==> src/common/gmii_rx_pkg.sv <==
////////////////////////////////////////
// shared types and sizes for the GMII
// receive front end. every RTL block
// pulls these in by a wildcard import
// in its module header.
////////////////////////////////////////

package gmii_rx_pkg;

    ////////////////////////////////////////
    // data widths
    ////////////////////////////////////////

    typedef logic [7:0]  byte_t;       // one GMII byte
    typedef logic [8:0]  fifo_word_t;  // {boundary flag, byte}
    typedef logic [15:0] frame_cnt_t;  // delivered frame count

    ////////////////////////////////////////
    // FIFO sizing
    ////////////////////////////////////////

    localparam int FIFO_DEPTH = 16;
    localparam int FIFO_AW    = 4;     // pointer bits, count is one wider

    ////////////////////////////////////////
    // writer FSM
    ////////////////////////////////////////

    // WR_FULL_ERR keeps pushing the rest of a frame after an overflow
    // so that the closing flagged word still goes out
    typedef enum logic [1:0] {
        WR_IDLE     = 2'b00,  // wait for dv
        WR_TRANS    = 2'b01,  // copy bytes
        WR_FULL_ERR = 2'b10   // drain after full
    } writer_state_t;

endpackage

==> src/gmii_rx_writer/gmii_rx_writer.sv <==
////////////////////////////////////////
// GMII receive writer. samples the PHY
// side, turns each frame into 9-bit FIFO
// words with the boundary flag on the
// first and last byte, and pulses
// o_fifo_overflow when the FIFO is full.
////////////////////////////////////////

`timescale 1ns/1ns

module gmii_rx_writer
    import gmii_rx_pkg::*;
(
    input  logic       i_gmii_rxclk,
    input  logic       reset_n,
    // GMII side
    input  logic       i_gmii_dv,
    input  byte_t      i_gmii_rxd,
    input  logic       i_gmii_er,
    // FIFO write side
    input  logic       i_fifo_full,
    output fifo_word_t o_fifo_word,
    output logic       o_fifo_wr,
    // status
    output logic       o_gmii_er,
    output logic       o_fifo_overflow
);

    writer_state_t state;
    logic          r_gmii_dv;    // dv one cycle back
    byte_t         r_gmii_rxd;   // data one cycle back
    logic          r_start;      // next word opens a frame
    logic          last_byte;    // registered byte is the frame's last

    assign o_gmii_er = i_gmii_er;  // not acted on here

    ////////////////////////////////////////
    // input sampling
    ////////////////////////////////////////

    always_ff @(posedge i_gmii_rxclk or negedge reset_n) begin
        if (!reset_n) begin
            r_gmii_dv <= 1'b0;
        end else begin
            r_gmii_dv <= i_gmii_dv;
        end
    end

    always_ff @(posedge i_gmii_rxclk) begin
        r_gmii_rxd <= i_gmii_rxd;
    end

    // dv fell between the registered and the live sample
    assign last_byte = r_gmii_dv & ~i_gmii_dv;

    ////////////////////////////////////////
    // framing FSM
    ////////////////////////////////////////

    always_ff @(posedge i_gmii_rxclk or negedge reset_n) begin
        if (!reset_n) begin
            state           <= WR_IDLE;
            r_start         <= 1'b0;
            o_fifo_word     <= '0;
            o_fifo_wr       <= 1'b0;
            o_fifo_overflow <= 1'b0;
        end else begin
            case (state)
                WR_IDLE: begin
                    if (i_gmii_dv) begin
                        // first byte only gets registered this cycle
                        o_fifo_wr       <= 1'b0;
                        o_fifo_overflow <= 1'b0;
                        r_start         <= 1'b1;
                        state           <= WR_TRANS;
                    end else begin
                        r_start         <= 1'b0;
                        o_fifo_overflow <= i_fifo_full;
                        o_fifo_wr       <= i_fifo_full;   // flagged zero word on full
                        o_fifo_word     <= {i_fifo_full, 8'h00};
                    end
                end
                WR_TRANS: begin
                    r_start   <= 1'b0;   // start flag lives one cycle
                    o_fifo_wr <= 1'b1;
                    if (!i_fifo_full) begin
                        o_fifo_overflow <= 1'b0;
                        o_fifo_word     <= {r_start | last_byte, r_gmii_rxd};
                        if (last_byte) begin
                            state <= WR_IDLE;
                        end
                    end else begin
                        o_fifo_overflow <= 1'b1;
                        o_fifo_word     <= {last_byte, r_gmii_rxd};
                        state           <= last_byte ? WR_IDLE : WR_FULL_ERR;
                    end
                end
                WR_FULL_ERR: begin
                    r_start         <= 1'b0;
                    o_fifo_overflow <= 1'b0;
                    o_fifo_wr       <= 1'b1;
                    // keep pushing, close the frame when dv drops
                    o_fifo_word     <= {~i_gmii_dv, r_gmii_rxd};
                    if (!i_gmii_dv) begin
                        state <= WR_IDLE;
                    end
                end
                default: begin
                    r_start         <= 1'b0;
                    o_fifo_wr       <= 1'b0;
                    o_fifo_overflow <= 1'b0;
                    o_fifo_word     <= '0;
                    state           <= WR_IDLE;
                end
            endcase
        end
    end

endmodule

==> src/verilog/rx_byte_fifo.sv <==
////////////////////////////////////////
// synchronous 9-bit FIFO between the
// GMII writer and the frame reader.
// the head word shows combinationally
// on o_rd_word, writes while full are
// dropped.
////////////////////////////////////////

`timescale 1ns/1ns

module rx_byte_fifo
    import gmii_rx_pkg::*;
(
    input  logic       i_gmii_rxclk,
    input  logic       reset_n,
    input  fifo_word_t i_wr_word,
    input  logic       i_wr_en,
    input  logic       i_rd_en,
    output fifo_word_t o_rd_word,
    output logic       o_full,
    output logic       o_empty
);

    fifo_word_t         mem [FIFO_DEPTH];
    logic [FIFO_AW-1:0] wr_ptr;
    logic [FIFO_AW-1:0] rd_ptr;
    logic [FIFO_AW:0]   count;     // 0 .. FIFO_DEPTH
    logic               do_wr;
    logic               do_rd;

    assign do_wr = i_wr_en & ~o_full;    // full drops the word
    assign do_rd = i_rd_en & ~o_empty;

    assign o_full    = (count == (FIFO_AW+1)'(FIFO_DEPTH));
    assign o_empty   = (count == '0);
    assign o_rd_word = mem[rd_ptr];

    // storage
    always_ff @(posedge i_gmii_rxclk) begin
        if (do_wr) begin
            mem[wr_ptr] <= i_wr_word;
        end
    end

    ////////////////////////////////////////
    // pointers and occupancy
    ////////////////////////////////////////

    always_ff @(posedge i_gmii_rxclk or negedge reset_n) begin
        if (!reset_n) begin
            wr_ptr <= '0;
            rd_ptr <= '0;
            count  <= '0;
        end else begin
            if (do_wr) begin
                wr_ptr <= wr_ptr + 1'b1;   // wraps at depth
            end
            if (do_rd) begin
                rd_ptr <= rd_ptr + 1'b1;
            end
            case ({do_wr, do_rd})
                2'b10:   count <= count + 1'b1;
                2'b01:   count <= count - 1'b1;
                default: count <= count;   // both or neither
            endcase
        end
    end

endmodule

==> src/verilog/rx_frame_reader.sv <==
////////////////////////////////////////
// frame reader. pops FIFO words while
// the consumer is ready, turns the
// boundary flag into sof and eof, and
// counts complete frames.
////////////////////////////////////////

`timescale 1ns/1ns

module rx_frame_reader
    import gmii_rx_pkg::*;
(
    input  logic       i_gmii_rxclk,
    input  logic       reset_n,
    input  fifo_word_t i_fifo_word,
    input  logic       i_fifo_empty,
    input  logic       i_rx_ready,
    output logic       o_fifo_rd,
    output byte_t      o_rx_data,
    output logic       o_rx_valid,
    output logic       o_rx_sof,
    output logic       o_rx_eof,
    output frame_cnt_t o_frame_cnt
);

    logic in_frame;   // between an opening and a closing flag
    logic flag;

    assign flag      = i_fifo_word[8];
    assign o_fifo_rd = ~i_fifo_empty & i_rx_ready;

    // payload byte, qualified by o_rx_valid
    always_ff @(posedge i_gmii_rxclk) begin
        if (o_fifo_rd) begin
            o_rx_data <= i_fifo_word[7:0];
        end
    end

    ////////////////////////////////////////
    // flag decode and frame count
    ////////////////////////////////////////

    always_ff @(posedge i_gmii_rxclk or negedge reset_n) begin
        if (!reset_n) begin
            in_frame    <= 1'b0;
            o_rx_valid  <= 1'b0;
            o_rx_sof    <= 1'b0;
            o_rx_eof    <= 1'b0;
            o_frame_cnt <= '0;
        end else begin
            o_rx_valid <= o_fifo_rd;     // one cycle per popped word
            if (o_fifo_rd) begin
                // a flag opens a frame when outside one, closes it otherwise
                o_rx_sof <= flag & ~in_frame;
                o_rx_eof <= flag & in_frame;
                if (flag) begin
                    in_frame <= ~in_frame;
                end
                if (flag && in_frame) begin
                    o_frame_cnt <= o_frame_cnt + 1'b1;
                end
            end else begin
                o_rx_sof <= 1'b0;
                o_rx_eof <= 1'b0;
            end
        end
    end

endmodule

==> src/verilog/gmii_rx_top.sv <==
////////////////////////////////////////
// GMII receive front end. chains the
// writer, the byte FIFO and the frame
// reader in the i_gmii_rxclk domain.
////////////////////////////////////////

`timescale 1ns/1ns

module gmii_rx_top
    import gmii_rx_pkg::*;
(
    input  logic       i_gmii_rxclk,
    input  logic       reset_n,
    input  logic       i_gmii_dv,
    input  byte_t      i_gmii_rxd,
    input  logic       i_gmii_er,
    input  logic       i_rx_ready,
    output logic       o_gmii_er,
    output logic       o_fifo_overflow,
    output byte_t      o_rx_data,
    output logic       o_rx_valid,
    output logic       o_rx_sof,
    output logic       o_rx_eof,
    output frame_cnt_t o_frame_cnt
);

    fifo_word_t wr_word;
    logic       wr_en;
    logic       fifo_full;
    fifo_word_t rd_word;
    logic       rd_en;
    logic       fifo_empty;

    gmii_rx_writer gmii_rx_writer_i (
        .i_gmii_rxclk    (i_gmii_rxclk),
        .reset_n         (reset_n),
        .i_gmii_dv       (i_gmii_dv),
        .i_gmii_rxd      (i_gmii_rxd),
        .i_gmii_er       (i_gmii_er),
        .i_fifo_full     (fifo_full),
        .o_fifo_word     (wr_word),
        .o_fifo_wr       (wr_en),
        .o_gmii_er       (o_gmii_er),
        .o_fifo_overflow (o_fifo_overflow)
    );

    rx_byte_fifo rx_byte_fifo_i (
        .i_gmii_rxclk (i_gmii_rxclk),
        .reset_n      (reset_n),
        .i_wr_word    (wr_word),
        .i_wr_en      (wr_en),
        .i_rd_en      (rd_en),
        .o_rd_word    (rd_word),
        .o_full       (fifo_full),
        .o_empty      (fifo_empty)
    );

    rx_frame_reader rx_frame_reader_i (
        .i_gmii_rxclk (i_gmii_rxclk),
        .reset_n      (reset_n),
        .i_fifo_word  (rd_word),
        .i_fifo_empty (fifo_empty),
        .i_rx_ready   (i_rx_ready),
        .o_fifo_rd    (rd_en),
        .o_rx_data    (o_rx_data),
        .o_rx_valid   (o_rx_valid),
        .o_rx_sof     (o_rx_sof),
        .o_rx_eof     (o_rx_eof),
        .o_frame_cnt  (o_frame_cnt)
    );

endmodule

==> config.mk <==
export PLATFORM = sky130hd
export DESIGN_NAME = gmii_rx_top
export DESIGN_NICKNAME = d
export VERILOG_FILES = /design/src/common/gmii_rx_pkg.sv /design/src/gmii_rx_writer/gmii_rx_writer.sv /design/src/verilog/rx_byte_fifo.sv /design/src/verilog/rx_frame_reader.sv /design/src/verilog/gmii_rx_top.sv
export SDC_FILE = /design/constraint.sdc
export NUM_CORES = 1
export LEC_CHECK = 0
export BUFFER_PORTS_ARGS = -buffer_cell sky130_fd_sc_hd__buf_2
export CELL_PAD_IN_SITES_DETAIL_PLACEMENT = 1
export CELL_PAD_IN_SITES_GLOBAL_PLACEMENT = 1
export CORE_ASPECT_RATIO = 1.5
export CORE_MARGIN = 2
export CORE_UTILIZATION = 40
export CTS_CLUSTER_SIZE = 24
export DETAILED_ROUTE_END_ITERATION = 7
export PLACE_DENSITY_LB_ADDON = 0.1
export SLEW_MARGIN = 0
export SYNTH_ARGS = -nofsm -noshare
export SYNTH_HDL_FRONTEND = slang
export SYNTH_SLANG_ARGS = --single-unit
==> constraint.sdc <==
create_clock -name i_gmii_rxclk -period 4.15 [get_ports i_gmii_rxclk]
set_input_delay 0.2075 -clock i_gmii_rxclk [delete_from_list [all_inputs] [get_ports i_gmii_rxclk]]
set_output_delay 0.2075 -clock i_gmii_rxclk [all_outputs]
set_load 0.1 [all_outputs]
Yosys cells after proc, flatten, opt, wreduce, memory -nomap -nowiden
Memories as Yosys holds them, arrays and structs flattened.
Cells that the tools add are included.
- RAM bits: 144
- output and inout port bits: 29
- logic and storage cells: 70
- bits of input ports: 13
- memories: 1
- flip-flop bits (word level): 64
- memory list (memory ; words ; width ; rd ports ; clocked after Yosys merged registers in ; wr ports ; RTL line ; RTL):
    rx_byte_fifo_i.mem ; 16 ; 9 ; 1 ; 0 ; 1 ; rx_byte_fifo.sv:24 ; fifo_word_t mem [FIFO_DEPTH];
- reductions and logical operators: 8
- bitwise gates (word level): 11
- equal/unequal tests: 9
- add/subtract/negate cells: 5
- muxes and demuxes: 20
- operator list (kind ; number):
    $pmux 9 s3 ; 1
    $mux 9 ; 2
    $add 16x1->16 const B ; 1
    $mux 2 ; 5
    $pmux 5 s2 ; 1
    $add 4x1->4 const B ; 2
    $mux 1 ; 8
    $and 1x1->1 ; 6
    $ne 2x2->1 const B ; 3
    $pmux 2 s3 ; 1
    $add 5x1->5 const B ; 1
    $eq 5x5->1 const B ; 1
    $logic_not 5->1 ; 1
    $sub 5x1->5 const B ; 1
    $eq 2x1->1 const B ; 2
    $eq 2x2->1 const B ; 2
    $not 1->1 ; 4
    $pmux 1 s2 ; 2
    $reduce_and 2->1 ; 2
    $ne 3x1->1 const B ; 1
    $reduce_and 3->1 ; 1
    $logic_not 2->1 ; 1
    $reduce_bool 2->1 ; 1
    $reduce_or 2->1 ; 1
    2 further kinds ; 2

Depth between registers and ports, before layout
- word-level depth: 6
- mapped depth: 16
- gate-level depth less buffers: 12

Hierarchy
From an unflattened synthesis, not the netlist that was laid out.
- cells, all modules: 501
- area total of the unflattened synthesis: 8343.0 um2
- by module, submodules not included (module ; cells an instance ; times used ; seq. area each (um2) ; area each (um2)):
    rx_byte_fifo ; 361 ; 1 ; 4649.5 ; 6416.2
    rx_frame_reader ; 79 ; 1 ; 740.7 ; 1104.8
    gmii_rx_writer ; 61 ; 1 ; 535.5 ; 822.0

Worst setup path after synthesis
OpenSTA, ideal clock, no wires.
- path type: reg2reg
- from: register rx_byte_fifo_i.count[2]
- to: register rx_byte_fifo_i.count[4]
- path buffers: 4
- setup time: 0.080 ns
- data required time: 4.070 ns
- cell stages (with the launch flop): 17
- arrival: 2.661 ns
- setup slack: 1.409 ns
- clock period less this slack: 2.741 ns
- path through: dfrtp_1 -> buf_4 -> nor2_2 -> and3_1 -> clkbuf_1 -> nor2b_1 -> buf_2 -> inv_1 -> ha_1 -> clkbuf_1 -> xor2_1 -> ha_1 -> a21o_1 -> nand2_1 -> a21o_1 -> a31oi_1 -> xnor2_1
- cells in the longest elaborated chain, start to end: 6
- ends and longest elaborated chain (element ; RTL line ; RTL):
    start, declared ; rx_byte_fifo.sv:27 ; logic [FIFO_AW:0] count;
    start signal, assigned ; rx_byte_fifo.sv:62 ; 2'b10: count <= count + 1'b1;
    start signal, assigned ; rx_byte_fifo.sv:63 ; 2'b01: count <= count - 1'b1;
    start signal, assigned ; rx_byte_fifo.sv:64 ; default: count <= count;
    $logic_not 5->1 ; rx_byte_fifo.sv:35 ; assign o_empty = (count == '0);
    $not 1->1 ; rx_byte_fifo.sv:32, rx_frame_reader.sv:30 ;
    $and 1x1->1 ; rx_frame_reader.sv:30 ; assign o_fifo_rd = ~i_fifo_empty & i_rx_ready;
    $and 1x1->1 ; rx_byte_fifo.sv:32 ; assign do_rd = i_rd_en & ~o_empty;
    $eq 2x1->1 or $eq 2x2->1 (tied branches) ; rx_byte_fifo.sv:61 ; case ({do_wr, do_rd})
    $pmux 5 s2 or $reduce_bool 2->1 (tied branches) ; -- ;
Parallel ways exist; a longest one is shown, timed or not.
A chain may end at the register's enable or synchronous reset.

Worst setup path after layout
Ends and elaborated chain as after synthesis.

==> metrics.txt <==
status completed; antenna violations before repair 0; Seq cells post-synth 208; total track usage 0.165; Via density 5.31; Synth area leader edfxtp_1; routed wire length 17,600 um; Vias 4,274; final instance area 0.00970 sq mm; CTS root buf clkbuf_16; H-tree depth 1; fin nets 550; DP HPWL 11,200 um; Final Core Density 0.466; Netlist Area Pre-Place 0.00841 sq mm; most frequent cells in the layout edfxtp_1, dfrtp_1, buf_2; share of the yosys chip area belonging to registers 0.705; RSZ-0062 raised after global routing false; Antenna Cells 0; CP Class reg -> reg; fin crit period 3.03 ns; largest net degree at the start of global routing 32; CP Data Required Time 4.56 ns; GRT overflow 0; Synth top area share 0.543; Post-Syn Area per Cell 18.3 sq um; TritonCTS Buffers 21; Die ar. 0.0222 sq mm; Ys Warns 0; maxcap violations 0; Worst-Skew Late Latency 0.49 ns; Syn Inst Count 459; Rel. slew slack 0.253; Unique masters post-synth 45; vias in the first global route 4,718; Slew Viols, Final 0; CP Capture Type flip-flop; final setup violation count 0; setup bufs post-CTS 0; Iter 0 DRT Violations 223; Die Span Y 182 um; crit path max fanout 9; DRC Markers 0; IO buf count 39; routability cong. 0.803; CTS tree built; # resized after CTS 0; fmax 330 MHz; crit share post-route 0.730; post-synth net total 485; area post-placement 0.00890 sq mm; maximum root-to-sink buffer count 3; Final Skew 0.0109 ns; Avg WL per Cell 21.9 um; final count of hold timing violations 0; Pwr per Cell Area 764 mW/mm^2; Static Leak 3.66 nW; global-route wire length before repair 27,700 um; share of cells above drive strength 1 0.222; commonest non-fill, non-tap cell in the layout edfxtp_1; clk sinks 208; Slew @ Worst Pin 1.12 ns; Detailed Routing Iterations Pass 1 4; Max VDD drop 0.000641 V; area of the core 0.0208 sq mm; Worst Hold Class in -> async; top cells by area, synth edfxtp_1, dfrtp_1, mux4_1; area grow syn2layout 15.4%; CP Launch Type flip-flop; Worst-path clk slew 0.06 ns; Rows 65; setup tns final 0 ns; initial cell density of the core 0.404; arrival time at the worst endpoint 3.45 ns; Layout fillers 2,026; post-route antenna net violation count 0; IO Count 42; Die X 122 um
[critical path, stage by stage (launching register included)]
cell	delay, ns
dfrtp_1	0.50
nor2_2	0.10
and3_1	0.27
nor2b_1	0.50
inv_1	0.13
ha_1	0.33
xor2_1	0.18
ha_1	0.23
a21o_1	0.14
nand2_1	0.06
a21o_1	0.16
a31oi_1	0.19
xnor2_1	0.14
[sequential cells by signal, summed over array words and instances (netlist names)]
signal and count:
gmii_rx_writer_i.o_fifo_overflow 1, rx_frame_reader_i.in_frame 1, rx_frame_reader_i.o_rx_eof 1, rx_byte_fifo_i.mem 144, rx_frame_reader_i.o_rx_data 8, rx_byte_fifo_i.wr_ptr 4, gmii_rx_writer_i.o_fifo_wr 1, rx_byte_fifo_i.rd_ptr 4
gmii_rx_writer_i.o_fifo_word 9, gmii_rx_writer_i.state 2, rx_frame_reader_i.o_rx_valid 1, gmii_rx_writer_i.r_gmii_dv 1, gmii_rx_writer_i.r_gmii_rxd 8, rx_frame_reader_i.o_rx_sof 1, rx_frame_reader_i.o_frame_cnt 16, gmii_rx_writer_i.r_start 1
rx_byte_fifo_i.count 5
[synth_stat cells]
cell       number
edfxtp_1      152
dfrtp_1        48
mux4_1         20
mux4_2         20
xor2_1         20
nand2_1        19
nor2_1         19
a21oi_1        18
ha_1           13
inv_1          10
clkbuf_1        9
nand3_1         9
a22o_1          8
dfxtp_1         8
mux2i_1         8
nand4_1         8
xnor2_1         7
buf_6           5
nor2b_1         5
nor3_1          5
and3_1          4
mux2_2          4
o21ai_0         4
a21o_1          3
buf_2           3
buf_4           3
nand2b_1        3
a2111oi_4       2
a22oi_1         2
and2_1          2
buf_1           2
nand4_4         2
nor2_2          2
a211oi_1        1
a21boi_1        1
a21boi_2        1
a222oi_1        1
a22oi_2         1
a31oi_1         1
a31oi_4         1
and4_1          1
buf_12          1
o21a_1          1
o221a_2         1
o31ai_1         1
[final cells by class]
cell class	instances	area (sq um)	area share
clock buffers	25	541	0.0557
well taps	268	335	0.0346
inverters	10	37.5	0.00387
clock inverters	11	159	0.0164
flip-flops and latches	208	5930	0.611
multi-input cells	218	2290	0.236
repair buffers	65	415	0.0428
[through the flow]
| step | hold slack (ns) | setup slack [ns] | power, mW | cells |
|---|---|---|---|---|
| floorplan | -0.0881 | 1.41 | 5.00 | 459 |
| global placement | 0.160 | 1.20 | 5.49 | 759 |
| detailed placement | 0.167 | 1.08 | 5.55 | 759 |
| CTS | 0.170 | 1.09 | 7.52 | 805 |
| global route | 0.215 | 0.767 | 7.77 | 805 |
| finish | 0.196 | 1.12 | 7.41 | 805 |
[worst paths after layout]
path                       slack (ns)                            from                               end  cells after the start
max                              1.12         rx_byte_fifo_i.count[2]           rx_byte_fifo_i.count[4]                     12
min                              0.20                         reset_n  rx_frame_reader_i.o_frame_cnt[7]                      2
max reg2reg                      1.12         rx_byte_fifo_i.count[2]           rx_byte_fifo_i.count[4]                     12
min reg2reg                      0.44  gmii_rx_writer_i.r_gmii_rxd[7]   gmii_rx_writer_i.o_fifo_word[7]                      1
max in group asynchronous        3.16                         reset_n          rx_byte_fifo_i.rd_ptr[0]                      3
min in group i_gmii_rxclk        0.25                      i_rx_ready      rx_frame_reader_i.o_rx_valid                      4
[timing repair]
item / CTS / global route
hold endpoints to repair: 26 / 0
setup endpoints to repair: 0 / 0
hold buffers: 10 / 0
[metal layers]
layer	part of all wire	vias to the layer above	GRT usage
met3	0.029	32	0.0223
met1	0.42	2247	0.208
met4	0.025	0	0.0478
li1	-	1925	-
met2	0.52	70	0.293
met5	0	-	0
[report_power, final]
part / total [mW] / switching (mW) / internal (mW)
Clock: 1.95 / 0.771 / 1.18
Sequential: 3.30 / 0.507 / 2.79
Combinational: 2.16 / 1.32 / 0.843
Total: 7.41 / 2.60 / 4.81
[cells by family (layout without fill, tap and decap cells)]
group | Yosys count | after routing | share of synthesized area
DFF | 208 | 208 | 0.705
AOI/OAI and AO/OA | 47 | 47 | 0.0446
and+or+nand+nor | 79 | 79 | 0.0493
xor gates and xnor gates | 27 | 27 | 0.0281
adders and majority gates | 13 | 13 | 0.0193
muxes | 52 | 52 | 0.131
buffers and inverters | 33 | 111 | 0.0229
(Power assumes the default switching activity.)
